**src/csr_map_pkg.sv**
```systemverilog
package csr_map_pkg;

    localparam int csr_addr_w = 14;
    localparam int xlen = 32;

    // Register numbers
    localparam logic [csr_addr_w-1:0] csr_crmd = 14'h000;
    localparam logic [csr_addr_w-1:0] csr_prmd = 14'h001;
    localparam logic [csr_addr_w-1:0] csr_ecfg = 14'h004;
    localparam logic [csr_addr_w-1:0] csr_estat = 14'h005;
    localparam logic [csr_addr_w-1:0] csr_era = 14'h006;
    localparam logic [csr_addr_w-1:0] csr_badv = 14'h007;
    localparam logic [csr_addr_w-1:0] csr_eentry = 14'h00c;
    localparam logic [csr_addr_w-1:0] csr_save0 = 14'h030;
    localparam logic [csr_addr_w-1:0] csr_save1 = 14'h031;
    localparam logic [csr_addr_w-1:0] csr_save2 = 14'h032;
    localparam logic [csr_addr_w-1:0] csr_save3 = 14'h033;
    localparam logic [csr_addr_w-1:0] csr_tid = 14'h040;
    localparam logic [csr_addr_w-1:0] csr_tcfg = 14'h041;
    localparam logic [csr_addr_w-1:0] csr_tval = 14'h042;
    localparam logic [csr_addr_w-1:0] csr_ticlr = 14'h044;

    // Interrupt status and enables
    localparam int int_bits = 13;
    localparam logic [int_bits-1:0] ecfg_lie_mask = 13'b1_1011_1111_1111;
    localparam int estat_soft_w = 2;
    localparam int estat_hw_lsb = 2;
    localparam int estat_ti_bit = 11;
    localparam int estat_ecode_lsb = 16;
    localparam int estat_esub_lsb = 22;

    // da, datf and datm set
    localparam logic [xlen-1:0] crmd_reset = 32'h0000_00a8;
    localparam int prmd_pie_bit = 2;
    localparam int eentry_va_lsb = 6;

    localparam int tcfg_en_bit = 0;
    localparam int tcfg_periodic_bit = 1;
    localparam int tcfg_initval_lsb = 2;
    localparam int tcfg_initval_w = 30;
    localparam int ticlr_clr_bit = 0;

    localparam int scratch_slots = 5;

endpackage

```
**src/csr_types_pkg.sv**
```systemverilog
package csr_types_pkg;

    typedef struct packed {
        logic psel;
        logic penable;
        logic pwrite;
        logic [csr_map_pkg::csr_addr_w-1:0] paddr;
        logic [csr_map_pkg::xlen-1:0] pwdata;
    } apb_req_t;

    typedef struct packed {
        logic [csr_map_pkg::xlen-1:0] prdata;
        logic pready;
        logic pslverr;
    } apb_rsp_t;

    // Shared write bus to all register peers
    typedef struct packed {
        logic valid;
        logic [csr_map_pkg::csr_addr_w-1:0] addr;
        logic [csr_map_pkg::xlen-1:0] data;
    } csr_wr_t;

    typedef struct packed {
        logic exception;
        logic ertn;
        logic [5:0] ecode;
        logic [8:0] esubcode;
        logic [csr_map_pkg::xlen-1:0] era;
        logic [csr_map_pkg::xlen-1:0] badv;
        logic badv_valid;
    } trap_req_t;

    typedef struct packed {
        logic hit;
        logic [csr_map_pkg::xlen-1:0] data;
    } csr_rd_t;

    typedef struct packed {
        logic [22:0] zero;
        logic [1:0] datm;
        logic [1:0] datf;
        logic pg;
        logic da;
        logic ie;
        logic [1:0] plv;
    } crmd_t;

endpackage

```
**src/csr_apb_slave.sv**
```systemverilog
module csr_apb_slave (
    input  logic                                clk,
    input  logic                                aresetn,
    input  csr_types_pkg::apb_req_t             apb_req,
    output csr_types_pkg::apb_rsp_t             apb_rsp,
    output csr_types_pkg::csr_wr_t              wr,
    output logic [csr_map_pkg::csr_addr_w-1:0]  rd_addr,
    input  csr_types_pkg::csr_rd_t              rd_trap,
    input  csr_types_pkg::csr_rd_t              rd_timer,
    input  csr_types_pkg::csr_rd_t              rd_scratch
);

    logic setup_q;
    logic access;
    logic any_hit;
    logic [csr_map_pkg::xlen-1:0] rd_data;

    // Remember a setup phase so only a proper access phase counts
    always_ff @(posedge clk) begin
        if (!aresetn) begin
            setup_q <= 1'b0;
        end else begin
            setup_q <= apb_req.psel && !apb_req.penable;
        end
    end

    assign access = apb_req.psel && apb_req.penable && setup_q;

    assign wr.valid = access && apb_req.pwrite;
    assign wr.addr  = apb_req.paddr;
    assign wr.data  = apb_req.pwdata;
    assign rd_addr  = apb_req.paddr;

    // Peers return zero data when they do not claim the address
    assign any_hit = rd_trap.hit || rd_timer.hit || rd_scratch.hit;
    assign rd_data = rd_trap.data | rd_timer.data | rd_scratch.data;

    // No wait states
    assign apb_rsp.pready  = 1'b1;
    assign apb_rsp.pslverr = access && !any_hit;
    assign apb_rsp.prdata  = rd_data;

endmodule

```
**src/csr_trap_unit.sv**
```systemverilog
module csr_trap_unit (
    input  logic                                clk,
    input  logic                                aresetn,
    input  csr_types_pkg::csr_wr_t              wr,
    input  logic [csr_map_pkg::csr_addr_w-1:0]  rd_addr,
    output csr_types_pkg::csr_rd_t              rd,
    input  csr_types_pkg::trap_req_t            trap,
    input  logic [7:0]                          hw_int,
    input  logic                                timer_int,
    output logic                                cpu_interrupt,
    output logic                                int_pending,
    output csr_types_pkg::crmd_t                crmd,
    output logic [csr_map_pkg::xlen-1:0]        era,
    output logic [csr_map_pkg::xlen-1:0]        eentry
);

    csr_types_pkg::crmd_t crmd_wr;
    logic exc_q;
    logic exc_edge;
    logic exc_take;
    logic [1:0] prmd_pplv;
    logic prmd_pie;
    logic [csr_map_pkg::int_bits-1:0] ecfg_lie;
    logic [csr_map_pkg::estat_soft_w-1:0] estat_soft;
    logic [5:0] estat_ecode;
    logic [8:0] estat_esub;
    logic [csr_map_pkg::int_bits-1:0] estat_is;
    logic [csr_map_pkg::xlen-1:0] estat_val;
    logic [csr_map_pkg::xlen-1:0] badv;
    logic [csr_map_pkg::xlen-1-csr_map_pkg::eentry_va_lsb:0] eentry_va;

    always_ff @(posedge clk) begin
        if (!aresetn) begin
            exc_q <= 1'b0;
        end else begin
            exc_q <= trap.exception;
        end
    end

    // A held exception enters only once, and ertn wins
    assign exc_edge = trap.exception && !exc_q;
    assign exc_take = exc_edge && !trap.ertn;
    assign crmd_wr  = wr.data;

    always_ff @(posedge clk) begin
        if (!aresetn) begin
            crmd <= csr_map_pkg::crmd_reset;
        end else if (trap.ertn) begin
            crmd.plv <= prmd_pplv;
            crmd.ie  <= prmd_pie;
        end else if (exc_take) begin
            crmd.plv <= 2'd0;
            crmd.ie  <= 1'b0;
        end else if (wr.valid && wr.addr == csr_map_pkg::csr_crmd) begin
            crmd.plv  <= crmd_wr.plv;
            crmd.ie   <= crmd_wr.ie;
            crmd.datf <= crmd_wr.datf;
            crmd.datm <= crmd_wr.datm;
            // Paging and direct addressing stay exclusive
            if (crmd_wr.pg != crmd_wr.da) begin
                crmd.pg <= crmd_wr.pg;
                crmd.da <= crmd_wr.da;
            end
        end
    end

    always_ff @(posedge clk) begin
        if (!aresetn) begin
            prmd_pplv <= 2'd0;
            prmd_pie  <= 1'b0;
        end else if (exc_take) begin
            prmd_pplv <= crmd.plv;
            prmd_pie  <= crmd.ie;
        end else if (wr.valid && wr.addr == csr_map_pkg::csr_prmd) begin
            prmd_pplv <= wr.data[1:0];
            prmd_pie  <= wr.data[csr_map_pkg::prmd_pie_bit];
        end
    end

    always_ff @(posedge clk) begin
        if (!aresetn) begin
            ecfg_lie <= '0;
        end else if (wr.valid && wr.addr == csr_map_pkg::csr_ecfg) begin
            ecfg_lie <= wr.data[csr_map_pkg::int_bits-1:0] & csr_map_pkg::ecfg_lie_mask;
        end
    end

    // Cause on entry, software interrupt bits from a write
    always_ff @(posedge clk) begin
        if (!aresetn) begin
            estat_soft  <= '0;
            estat_ecode <= 6'd0;
            estat_esub  <= 9'd0;
        end else if (exc_take) begin
            estat_ecode <= trap.ecode;
            estat_esub  <= trap.esubcode;
        end else if (wr.valid && wr.addr == csr_map_pkg::csr_estat) begin
            estat_soft <= wr.data[csr_map_pkg::estat_soft_w-1:0];
        end
    end

    always_ff @(posedge clk) begin
        if (exc_take) begin
            era <= trap.era;
        end else if (wr.valid && wr.addr == csr_map_pkg::csr_era) begin
            era <= wr.data;
        end
    end

    always_ff @(posedge clk) begin
        if (exc_take && trap.badv_valid) begin
            badv <= trap.badv;
        end else if (wr.valid && wr.addr == csr_map_pkg::csr_badv) begin
            badv <= wr.data;
        end
    end

    always_ff @(posedge clk) begin
        if (wr.valid && wr.addr == csr_map_pkg::csr_eentry) begin
            eentry_va <= wr.data[csr_map_pkg::xlen-1:csr_map_pkg::eentry_va_lsb];
        end
    end

    assign eentry = {eentry_va, {csr_map_pkg::eentry_va_lsb{1'b0}}};

    always_comb begin
        estat_is = '0;
        estat_is[csr_map_pkg::estat_soft_w-1:0] = estat_soft;
        estat_is[csr_map_pkg::estat_hw_lsb +: 8] = hw_int;
        estat_is[csr_map_pkg::estat_ti_bit] = timer_int;
    end

    always_comb begin
        estat_val = '0;
        estat_val[csr_map_pkg::int_bits-1:0] = estat_is;
        estat_val[csr_map_pkg::estat_ecode_lsb +: 6] = estat_ecode;
        estat_val[csr_map_pkg::estat_esub_lsb +: 9] = estat_esub;
    end

    assign int_pending   = |estat_is;
    assign cpu_interrupt = crmd.ie && |(ecfg_lie & estat_is);

    always_comb begin
        rd.hit  = 1'b1;
        rd.data = '0;
        case (rd_addr)
            csr_map_pkg::csr_crmd:   rd.data = crmd;
            csr_map_pkg::csr_prmd:   rd.data = {29'd0, prmd_pie, prmd_pplv};
            csr_map_pkg::csr_ecfg:   rd.data = {19'd0, ecfg_lie};
            csr_map_pkg::csr_estat:  rd.data = estat_val;
            csr_map_pkg::csr_era:    rd.data = era;
            csr_map_pkg::csr_badv:   rd.data = badv;
            csr_map_pkg::csr_eentry: rd.data = eentry;
            default:                 rd.hit = 1'b0;
        endcase
    end

endmodule

```
**src/csr_timer.sv**
```systemverilog
module csr_timer (
    input  logic                                clk,
    input  logic                                aresetn,
    input  csr_types_pkg::csr_wr_t              wr,
    input  logic [csr_map_pkg::csr_addr_w-1:0]  rd_addr,
    output csr_types_pkg::csr_rd_t              rd,
    output logic                                timer_int
);

    localparam int pad_w = csr_map_pkg::xlen - csr_map_pkg::tcfg_initval_w;

    logic tcfg_en;
    logic tcfg_periodic;
    logic [csr_map_pkg::tcfg_initval_w-1:0] tcfg_initval;
    logic [csr_map_pkg::xlen-1:0] tval;
    logic [csr_map_pkg::xlen-1:0] load_val;
    logic [csr_map_pkg::xlen-1:0] reload_val;
    logic time_out;
    logic wr_tcfg;
    logic wr_ticlr;

    assign wr_tcfg  = wr.valid && wr.addr == csr_map_pkg::csr_tcfg;
    assign wr_ticlr = wr.valid && wr.addr == csr_map_pkg::csr_ticlr
                      && wr.data[csr_map_pkg::ticlr_clr_bit];

    assign load_val = {{pad_w{1'b0}},
                       wr.data[csr_map_pkg::tcfg_initval_lsb +: csr_map_pkg::tcfg_initval_w]};
    assign reload_val = {{pad_w{1'b0}}, tcfg_initval};

    always_ff @(posedge clk) begin
        if (!aresetn) begin
            tcfg_en       <= 1'b0;
            tcfg_periodic <= 1'b0;
            tcfg_initval  <= '0;
        end else if (wr_tcfg) begin
            tcfg_en       <= wr.data[csr_map_pkg::tcfg_en_bit];
            tcfg_periodic <= wr.data[csr_map_pkg::tcfg_periodic_bit];
            tcfg_initval  <= load_val[csr_map_pkg::tcfg_initval_w-1:0];
        end
    end

    // Countdown, restarted by every TCFG write
    always_ff @(posedge clk) begin
        if (!aresetn) begin
            tval     <= '0;
            time_out <= 1'b0;
        end else begin
            time_out <= 1'b0;
            if (wr_tcfg) begin
                tval <= load_val;
            end else if (tcfg_en) begin
                if (tval != '0) begin
                    tval     <= tval - 1'b1;
                    time_out <= tval == 1;
                end else if (tcfg_periodic) begin
                    tval <= reload_val;
                end
            end
        end
    end

    always_ff @(posedge clk) begin
        if (!aresetn) begin
            timer_int <= 1'b0;
        end else if (wr_ticlr) begin
            timer_int <= 1'b0;
        end else if (time_out) begin
            timer_int <= 1'b1;
        end
    end

    always_comb begin
        rd.hit  = 1'b1;
        rd.data = '0;
        case (rd_addr)
            csr_map_pkg::csr_tcfg: begin
                rd.data[csr_map_pkg::tcfg_en_bit] = tcfg_en;
                rd.data[csr_map_pkg::tcfg_periodic_bit] = tcfg_periodic;
                rd.data[csr_map_pkg::tcfg_initval_lsb +: csr_map_pkg::tcfg_initval_w] =
                    tcfg_initval;
            end
            csr_map_pkg::csr_tval:  rd.data = tval;
            // Write-only clear, reads as zero
            csr_map_pkg::csr_ticlr: rd.data = '0;
            default:                rd.hit = 1'b0;
        endcase
    end

endmodule

```
**src/csr_scratch_bank.sv**
```systemverilog
module csr_scratch_bank (
    input  logic                                clk,
    input  logic                                aresetn,
    input  csr_types_pkg::csr_wr_t              wr,
    input  logic [csr_map_pkg::csr_addr_w-1:0]  rd_addr,
    output csr_types_pkg::csr_rd_t              rd
);

    logic [csr_map_pkg::xlen-1:0] regs_q [csr_map_pkg::scratch_slots];
    logic [2:0] wr_slot;
    logic [2:0] rd_slot;

    // SAVE0 to SAVE3 in slots 0 to 3, TID in slot 4
    function automatic logic [2:0] slot_of(input logic [csr_map_pkg::csr_addr_w-1:0] addr);
        case (addr)
            csr_map_pkg::csr_save0: return 3'd0;
            csr_map_pkg::csr_save1: return 3'd1;
            csr_map_pkg::csr_save2: return 3'd2;
            csr_map_pkg::csr_save3: return 3'd3;
            csr_map_pkg::csr_tid:   return 3'd4;
            default:                return 3'd7;
        endcase
    endfunction

    assign wr_slot = slot_of(wr.addr);
    assign rd_slot = slot_of(rd_addr);

    always_ff @(posedge clk) begin
        if (!aresetn) begin
            for (int i = 0; i < csr_map_pkg::scratch_slots; i++) begin
                regs_q[i] <= '0;
            end
        end else if (wr.valid && wr_slot < csr_map_pkg::scratch_slots) begin
            regs_q[wr_slot] <= wr.data;
        end
    end

    assign rd.hit  = rd_slot < csr_map_pkg::scratch_slots;
    assign rd.data = rd.hit ? regs_q[rd_slot] : '0;

endmodule

```
**src/csr_top.sv**
```systemverilog
module csr_top (
    input  logic                            clk,
    input  logic                            aresetn,
    input  csr_types_pkg::apb_req_t         apb_req,
    output csr_types_pkg::apb_rsp_t         apb_rsp,
    input  csr_types_pkg::trap_req_t        trap,
    input  logic [7:0]                      hw_int,
    output logic                            cpu_interrupt,
    output logic                            int_pending,
    output csr_types_pkg::crmd_t            crmd,
    output logic [csr_map_pkg::xlen-1:0]    era,
    output logic [csr_map_pkg::xlen-1:0]    eentry
);

    csr_types_pkg::csr_wr_t wr;
    logic [csr_map_pkg::csr_addr_w-1:0] rd_addr;
    csr_types_pkg::csr_rd_t rd_trap;
    csr_types_pkg::csr_rd_t rd_timer;
    csr_types_pkg::csr_rd_t rd_scratch;
    logic timer_int;

    csr_apb_slave i_apb_slave (
        .clk        (clk),
        .aresetn    (aresetn),
        .apb_req    (apb_req),
        .apb_rsp    (apb_rsp),
        .wr         (wr),
        .rd_addr    (rd_addr),
        .rd_trap    (rd_trap),
        .rd_timer   (rd_timer),
        .rd_scratch (rd_scratch)
    );

    csr_trap_unit i_trap_unit (
        .clk           (clk),
        .aresetn       (aresetn),
        .wr            (wr),
        .rd_addr       (rd_addr),
        .rd            (rd_trap),
        .trap          (trap),
        .hw_int        (hw_int),
        .timer_int     (timer_int),
        .cpu_interrupt (cpu_interrupt),
        .int_pending   (int_pending),
        .crmd          (crmd),
        .era           (era),
        .eentry        (eentry)
    );

    csr_timer i_timer (
        .clk       (clk),
        .aresetn   (aresetn),
        .wr        (wr),
        .rd_addr   (rd_addr),
        .rd        (rd_timer),
        .timer_int (timer_int)
    );

    csr_scratch_bank i_scratch_bank (
        .clk     (clk),
        .aresetn (aresetn),
        .wr      (wr),
        .rd_addr (rd_addr),
        .rd      (rd_scratch)
    );

endmodule

```
**config.mk**
```make
export PLATFORM = sky130hd
export DESIGN_NAME = csr_top
export DESIGN_NICKNAME = d
export VERILOG_FILES = /design/src/csr_map_pkg.sv /design/src/csr_types_pkg.sv /design/src/csr_apb_slave.sv /design/src/csr_trap_unit.sv /design/src/csr_timer.sv /design/src/csr_scratch_bank.sv /design/src/csr_top.sv
export SDC_FILE = /design/constraint.sdc
export NUM_CORES = 1
export LEC_CHECK = 0
export BUFFER_PORTS_ARGS = -buffer_cell sky130_fd_sc_hd__buf_2
export CAP_MARGIN = 20
export CORE_UTILIZATION = 45
export DETAILED_ROUTE_END_ITERATION = 16
export GPL_TIMING_DRIVEN = 0
export PLACE_DENSITY = 0.78
export SETUP_SLACK_MARGIN = 0.3
export SYNTH_ARGS = -nofsm -noshare
export SYNTH_HDL_FRONTEND = slang
export SYNTH_SLANG_ARGS = --single-unit
```
**constraint.sdc**
```tcl
create_clock -name clk -period 9.6 [get_ports clk]
set_clock_uncertainty 0.05 [all_clocks]
set_input_delay 1.92 -clock clk [delete_from_list [all_inputs] [get_ports clk]]
set_output_delay 1.92 -clock clk [all_outputs]
set_load 0.01 [all_outputs]
```
---- After elaboration in Yosys (flattened, before gate mapping) ----
Memories as Yosys holds them, arrays and structs flattened.
Index checks and enable logic that the tools add are counted.
Widths: inputs -> output; s select.
storage, ports and cells
  output and inout bits ................... 132
  word-level logic and storage cells ...... 127
  memory bits (writable) .................. 160
  input bits .............................. 141
  register bits ........................... 199
  memories kept ........................... 1
operators by class
  magnitude comparators ................... 1
  bitwise operators ....................... 8
  multiplexer cells ....................... 28
  reductions and logical operators ........ 48
  eq/ne operators ......................... 16
  add/subtract/negate cells ............... 1
memory list
  name                   words  bits a word  rd ports  clocked after memory_dff  write ports  RTL line               text
  i_scratch_bank.regs_q  5      32           1         0                         5            csr_scratch_bank.sv:9  logic [csr_map_pkg::xlen-1:0] regs_q [csr_map_pkg::scratch_slots];
operator list
  kind                   count
  $mux 32                8
  $pmux 32 s7            1
  $or 32x32->32          2
  $pmux 32 s2            1
  $mux 30                2
  $eq 14x3->1 const B    4
  $eq 14x6->1 const B    4
  $eq 14x7->1 const B    4
  $eq 32x1->1 const B    1
  $reduce_bool 32->1     1
  $reduce_or 32->1       1
  $sub 32x1->32 const B  1
  $logic_and 1x1->1      20
  $pmux 3 s5             1
  $eq 14x1->1 const B    1
  $eq 14x4->1 const B    1
  $logic_not 14->1       1
  $and 13x12->13         1
  $reduce_or 13->1       1
  $mux 3                 4
  $reduce_or 11->1       1
  $reduce_bool 2->1      5
  $mux 1                 9
  $reduce_or 7->1        1
  other kinds (13)       26

---- Logic depth before layout (Yosys ltp) ----
  depth in word-level cells ............... 9
  depth in mapped cells ................... 12
  depth with buffers taken out ............ 8

---- Modules after synthesis ----
A second synthesis with hierarchy kept.
second synthesis, totals
  cells, all modules ...................... 1,758
  area total of the unflattened synthesis .. 18,800.5 µm²
modules (own cells, without submodules)
  module            instances  seq. area each (µm²)  area each (µm²)  cells an instance
  csr_scratch_bank  1          4,804.6               7,493.4          513
  csr_trap_unit     1          3,543.4               6,558.8          635
  csr_timer         1          1,321.3               4,038.9          510
  csr_apb_slave     1          20.0                  709.4            100

---- Least setup slack after synthesis ----
Ideal clock, no wire load.
  path type ............................... in2reg
  from .................................... in apb_req[43] (netlist bit)
  to ...................................... mem i_scratch_bank.regs_q[0][0] (netlist bit), enable pin
  data arrival time ....................... 5,786 ps
  required time ........................... 9,084 ps
  setup slack ............................. 3,298 ps
  library setup time ...................... 466 ps
  buffers on the path ..................... 1
  stages on the path ...................... 6
  path through ............................ or4_4 or4_1 buf_2 nor3_4 nand3_4 o21ai_0
RTL lines
  item                RTL line               text
  start: declaration  csr_top.sv:4           input csr_types_pkg::apb_req_t apb_req,
  end: declaration    csr_scratch_bank.sv:9

==> results.ini <==
[run_status]
status = complete, no violations

[timing]
period_minus_slack_ns = 7.19
rsz0062_at_grt = no
fin_crit_sh = 0.749
slew-limit-headroom = 0.321
fmax_ghz = 0.139
worst_slack_ns = 2.41
fin_setup_tns_ns = 0
slew_viol_final = 0
setup_viol = 0
hold_viol_final = 0
tightest_slew_ns = 1.02

[synth]
synth_cells = 1641
yosysTopAreaCellShare = 0.430
ys_warn_count = 0
async_flop_share = 0
syn-cell-area_um2 = 17500
syn-mean-instance-area_um2 = 10.6
synthDistinctLibCells = 71
synth_edf_count = 250
synth_ff_type = edfxtp_1
ys_ff_latch = 359
synthTopCellsByArea = edfxtp_1 43%, dfxtp_1 13%, and2_1 6.0%, nand2_1 5.7%, mux2_2 3.2%
yosysSeqAreaShare = 0.555
yosys.area.top_type = edfxtp_1

[power]
pwr-share-comb = 0.063
clkPwrFrac = 0.454
seqPwrFrac = 0.483
p_leak_nw = 8.07
p_int_mw = 2.71
peakVddDrop_mv = 0.110
sw_frac_of_total = 0.230
p_per_area_nw_per_um2 = 168
netSwitchingPower_mw = 0.812

[route]
first_pass_iters = 8
drtAntennaViolNets = 0
wl_um = 66200
drc = 0
via_count = 15700
drt-vias-per-instance = 6.23
wl_per_cell_um = 26.4
drt_iter0_drc = 2173

[cells_and_area]
postLayoutCellArea_um2 = 21000
drive_gt1_frac = 0.233
final_net_count = 2104
synthToLayoutAreaGrowth_pct = 20.4
final_util = 0.554

[floorplanning]
die_w_um = 199
num_rows = 71
io_pins = 273
start_util = 0.460
die_area_um2 = 39600
core_um2 = 37900
die_y_um = 199

[min_path]
hold_class = reg2reg

[setup_path]
worstPathRequired_ns = 7.63
crit_arrival_ns = 5.22
end_kind = primary output
cp_max_fo = 10
start_kind = primary input
crit_type = in2out

[clocking]
cts_num_sinks = 359
cts_buffers = 40
clkLatencyLatePin_ns = 0.54
cts_max_path_buffers = 3
cts_tree = built
cts-root-buf = clkbuf_16
h-tree-depth = 2
cts_resized = 0
ctsHoldBuffers = 0
clkTransAtPathRegs_ns = 0.06
post_cts_buffers = 0

[global_routing]
grt_pass1_wl_um = 94400
grt.overflow.total = 0
grt_max_degree = 33
grt_usage = 0.329
grt_pass1_vias = 15000
antenna_found_initial = 9

[placed_design]
placed_cell_area_um2 = 19600
portBuffers = 239
place_congestion = 0.998
hpwl_um = 48400
place_ws_ns = 2.56

[job]
cap_violations = 0

==> final timing paths <==
path                             start                   endpoint  slack (ns)  cells after the start
min          i_trap_unit.estat_esub[2]  i_trap_unit.estat_esub[2]        0.41                      2
max reg2reg          i_trap_unit.exc_q       i_trap_unit.badv[26]        6.45                      6
max                        apb_req[32]                apb_rsp[31]        2.41                      9
min reg2reg  i_trap_unit.estat_esub[2]  i_trap_unit.estat_esub[2]        0.41                      2
==> per-layer routing <==
metal,part of all wire,wire (µm),GRT usage
met2,0.46,30500,0.520
met5,0.00020,13,0
met3,0.13,8380,0.0754
met4,0.046,3040,0.145
met1,0.37,24300,0.431
==> kinds of logic (layout without fill, tap and decap cells) <==
logic type / Yosys count / after routing / synth area share
simple gates: 605 / 605 / 0.180
buf+inv: 165 / 488 / 0.0459
other cells: 2 / 38 / 0.000430
mux: 69 / 69 / 0.0431
flops: 359 / 359 / 0.555
fa+ha+maj: 3 / 3 / 0.00215
xor+xnor: 23 / 23 / 0.0115
compound gates: 415 / 415 / 0.162
==> cell type report <==
class | instances | area, µm²
diodes | 8 | 20.0
plain buffers | 160 | 782
clock buffers | 48 | 1090
clock inverters | 26 | 260
fillers | 3296 | 16900
inverters | 5 | 18.8
multi-input cells | 1145 | 7130
flip-flops and latches | 359 | 9690
well taps | 511 | 639
repair buffers | 249 | 1370
==> cells in the final DEF, fill, tap and decap left out, drive strengths merged, types with 23 or more instances in the layout <==
cell type	synthesis	final
buf	79	328
conb	2	30
a21oi	76	76
mux2	49	49
dfxtp	109	109
clkbuf	81	129
o211ai	27	27
edfxtp	250	250
nor2	54	54
a22oi	30	30
a31oi	30	30
nand2	264	264
a221oi	23	23
nor3	26	26
o221ai	28	28
o21ai	90	90
and2	166	166
==> critical path, cell delays in order <==
cell	delay (ns)
buf_2	0.12
clkbuf_1	0.49
buf_1	0.79
mux2_2	0.45
a22oi_1	0.25
o2bb2ai_1	0.13
a221oi_1	0.56
o31ai_1	0.29
buf_2	0.22
==> power by group through the flow <==
stage	registers, mW	logic (mW)	clock network (mW)
after global routing	1.70	0.232	1.65
final	1.70	0.222	1.60
after detailed placement	1.73	0.214	0
after CTS	1.70	0.215	1.59
after floorplan	1.73	0.0968	0
after global placement	1.74	0.200	0
==> registers in the layout, summed over array words and instances (netlist names), 6 cells and up <==
signal,cells
i_trap_unit.eentry_va,26
i_scratch_bank.regs_q,160
i_trap_unit.ecfg_lie,12
i_trap_unit.estat_ecode,6
i_trap_unit.estat_esub,9
i_trap_unit.badv,32
i_timer.tval,32
i_trap_unit.era,32
i_trap_unit.crmd,9
i_timer.tcfg_initval,30
==> Yosys cell counts (7+ instances only) <==
master and n:
buf_1 9, nand2_1 264, clkbuf_1 81, o211ai_1 27, buf_2 37, a21oi_1 76, o22ai_1 12, a31oi_1 30
o221ai_1 28, nor3_1 21, xor2_1 9, o21ai_0 88, o2bb2ai_1 18, o22a_1 15, nand4_1 7, a22oi_1 30
a221oi_1 23, nor2_1 50, edfxtp_1 250, nor4_1 10, a21o_1 13, xnor2_1 14, mux2_2 49, dfxtp_1 109
a222oi_1 18, a211oi_1 12, and2_1 166, or4_1 7, nand3_1 19, mux2i_1 20, buf_4 30
==> per-stage QoR <==
step / instances / total power, mW / hold slack [ns]
5_1_grt: 2509 / 3.59 / 0.428
6_report: 2511 / 3.52 / 0.409
3_3_place_gp: 2419 / 1.94 / 0.392
4_1_cts: 2503 / 3.51 / 0.406
3_5_place_dp: 2429 / 1.95 / 0.397
2_1_floorplan: 1669 / 1.83 / 0.382
No activity file was read; power rests on OpenSTA's default activity.
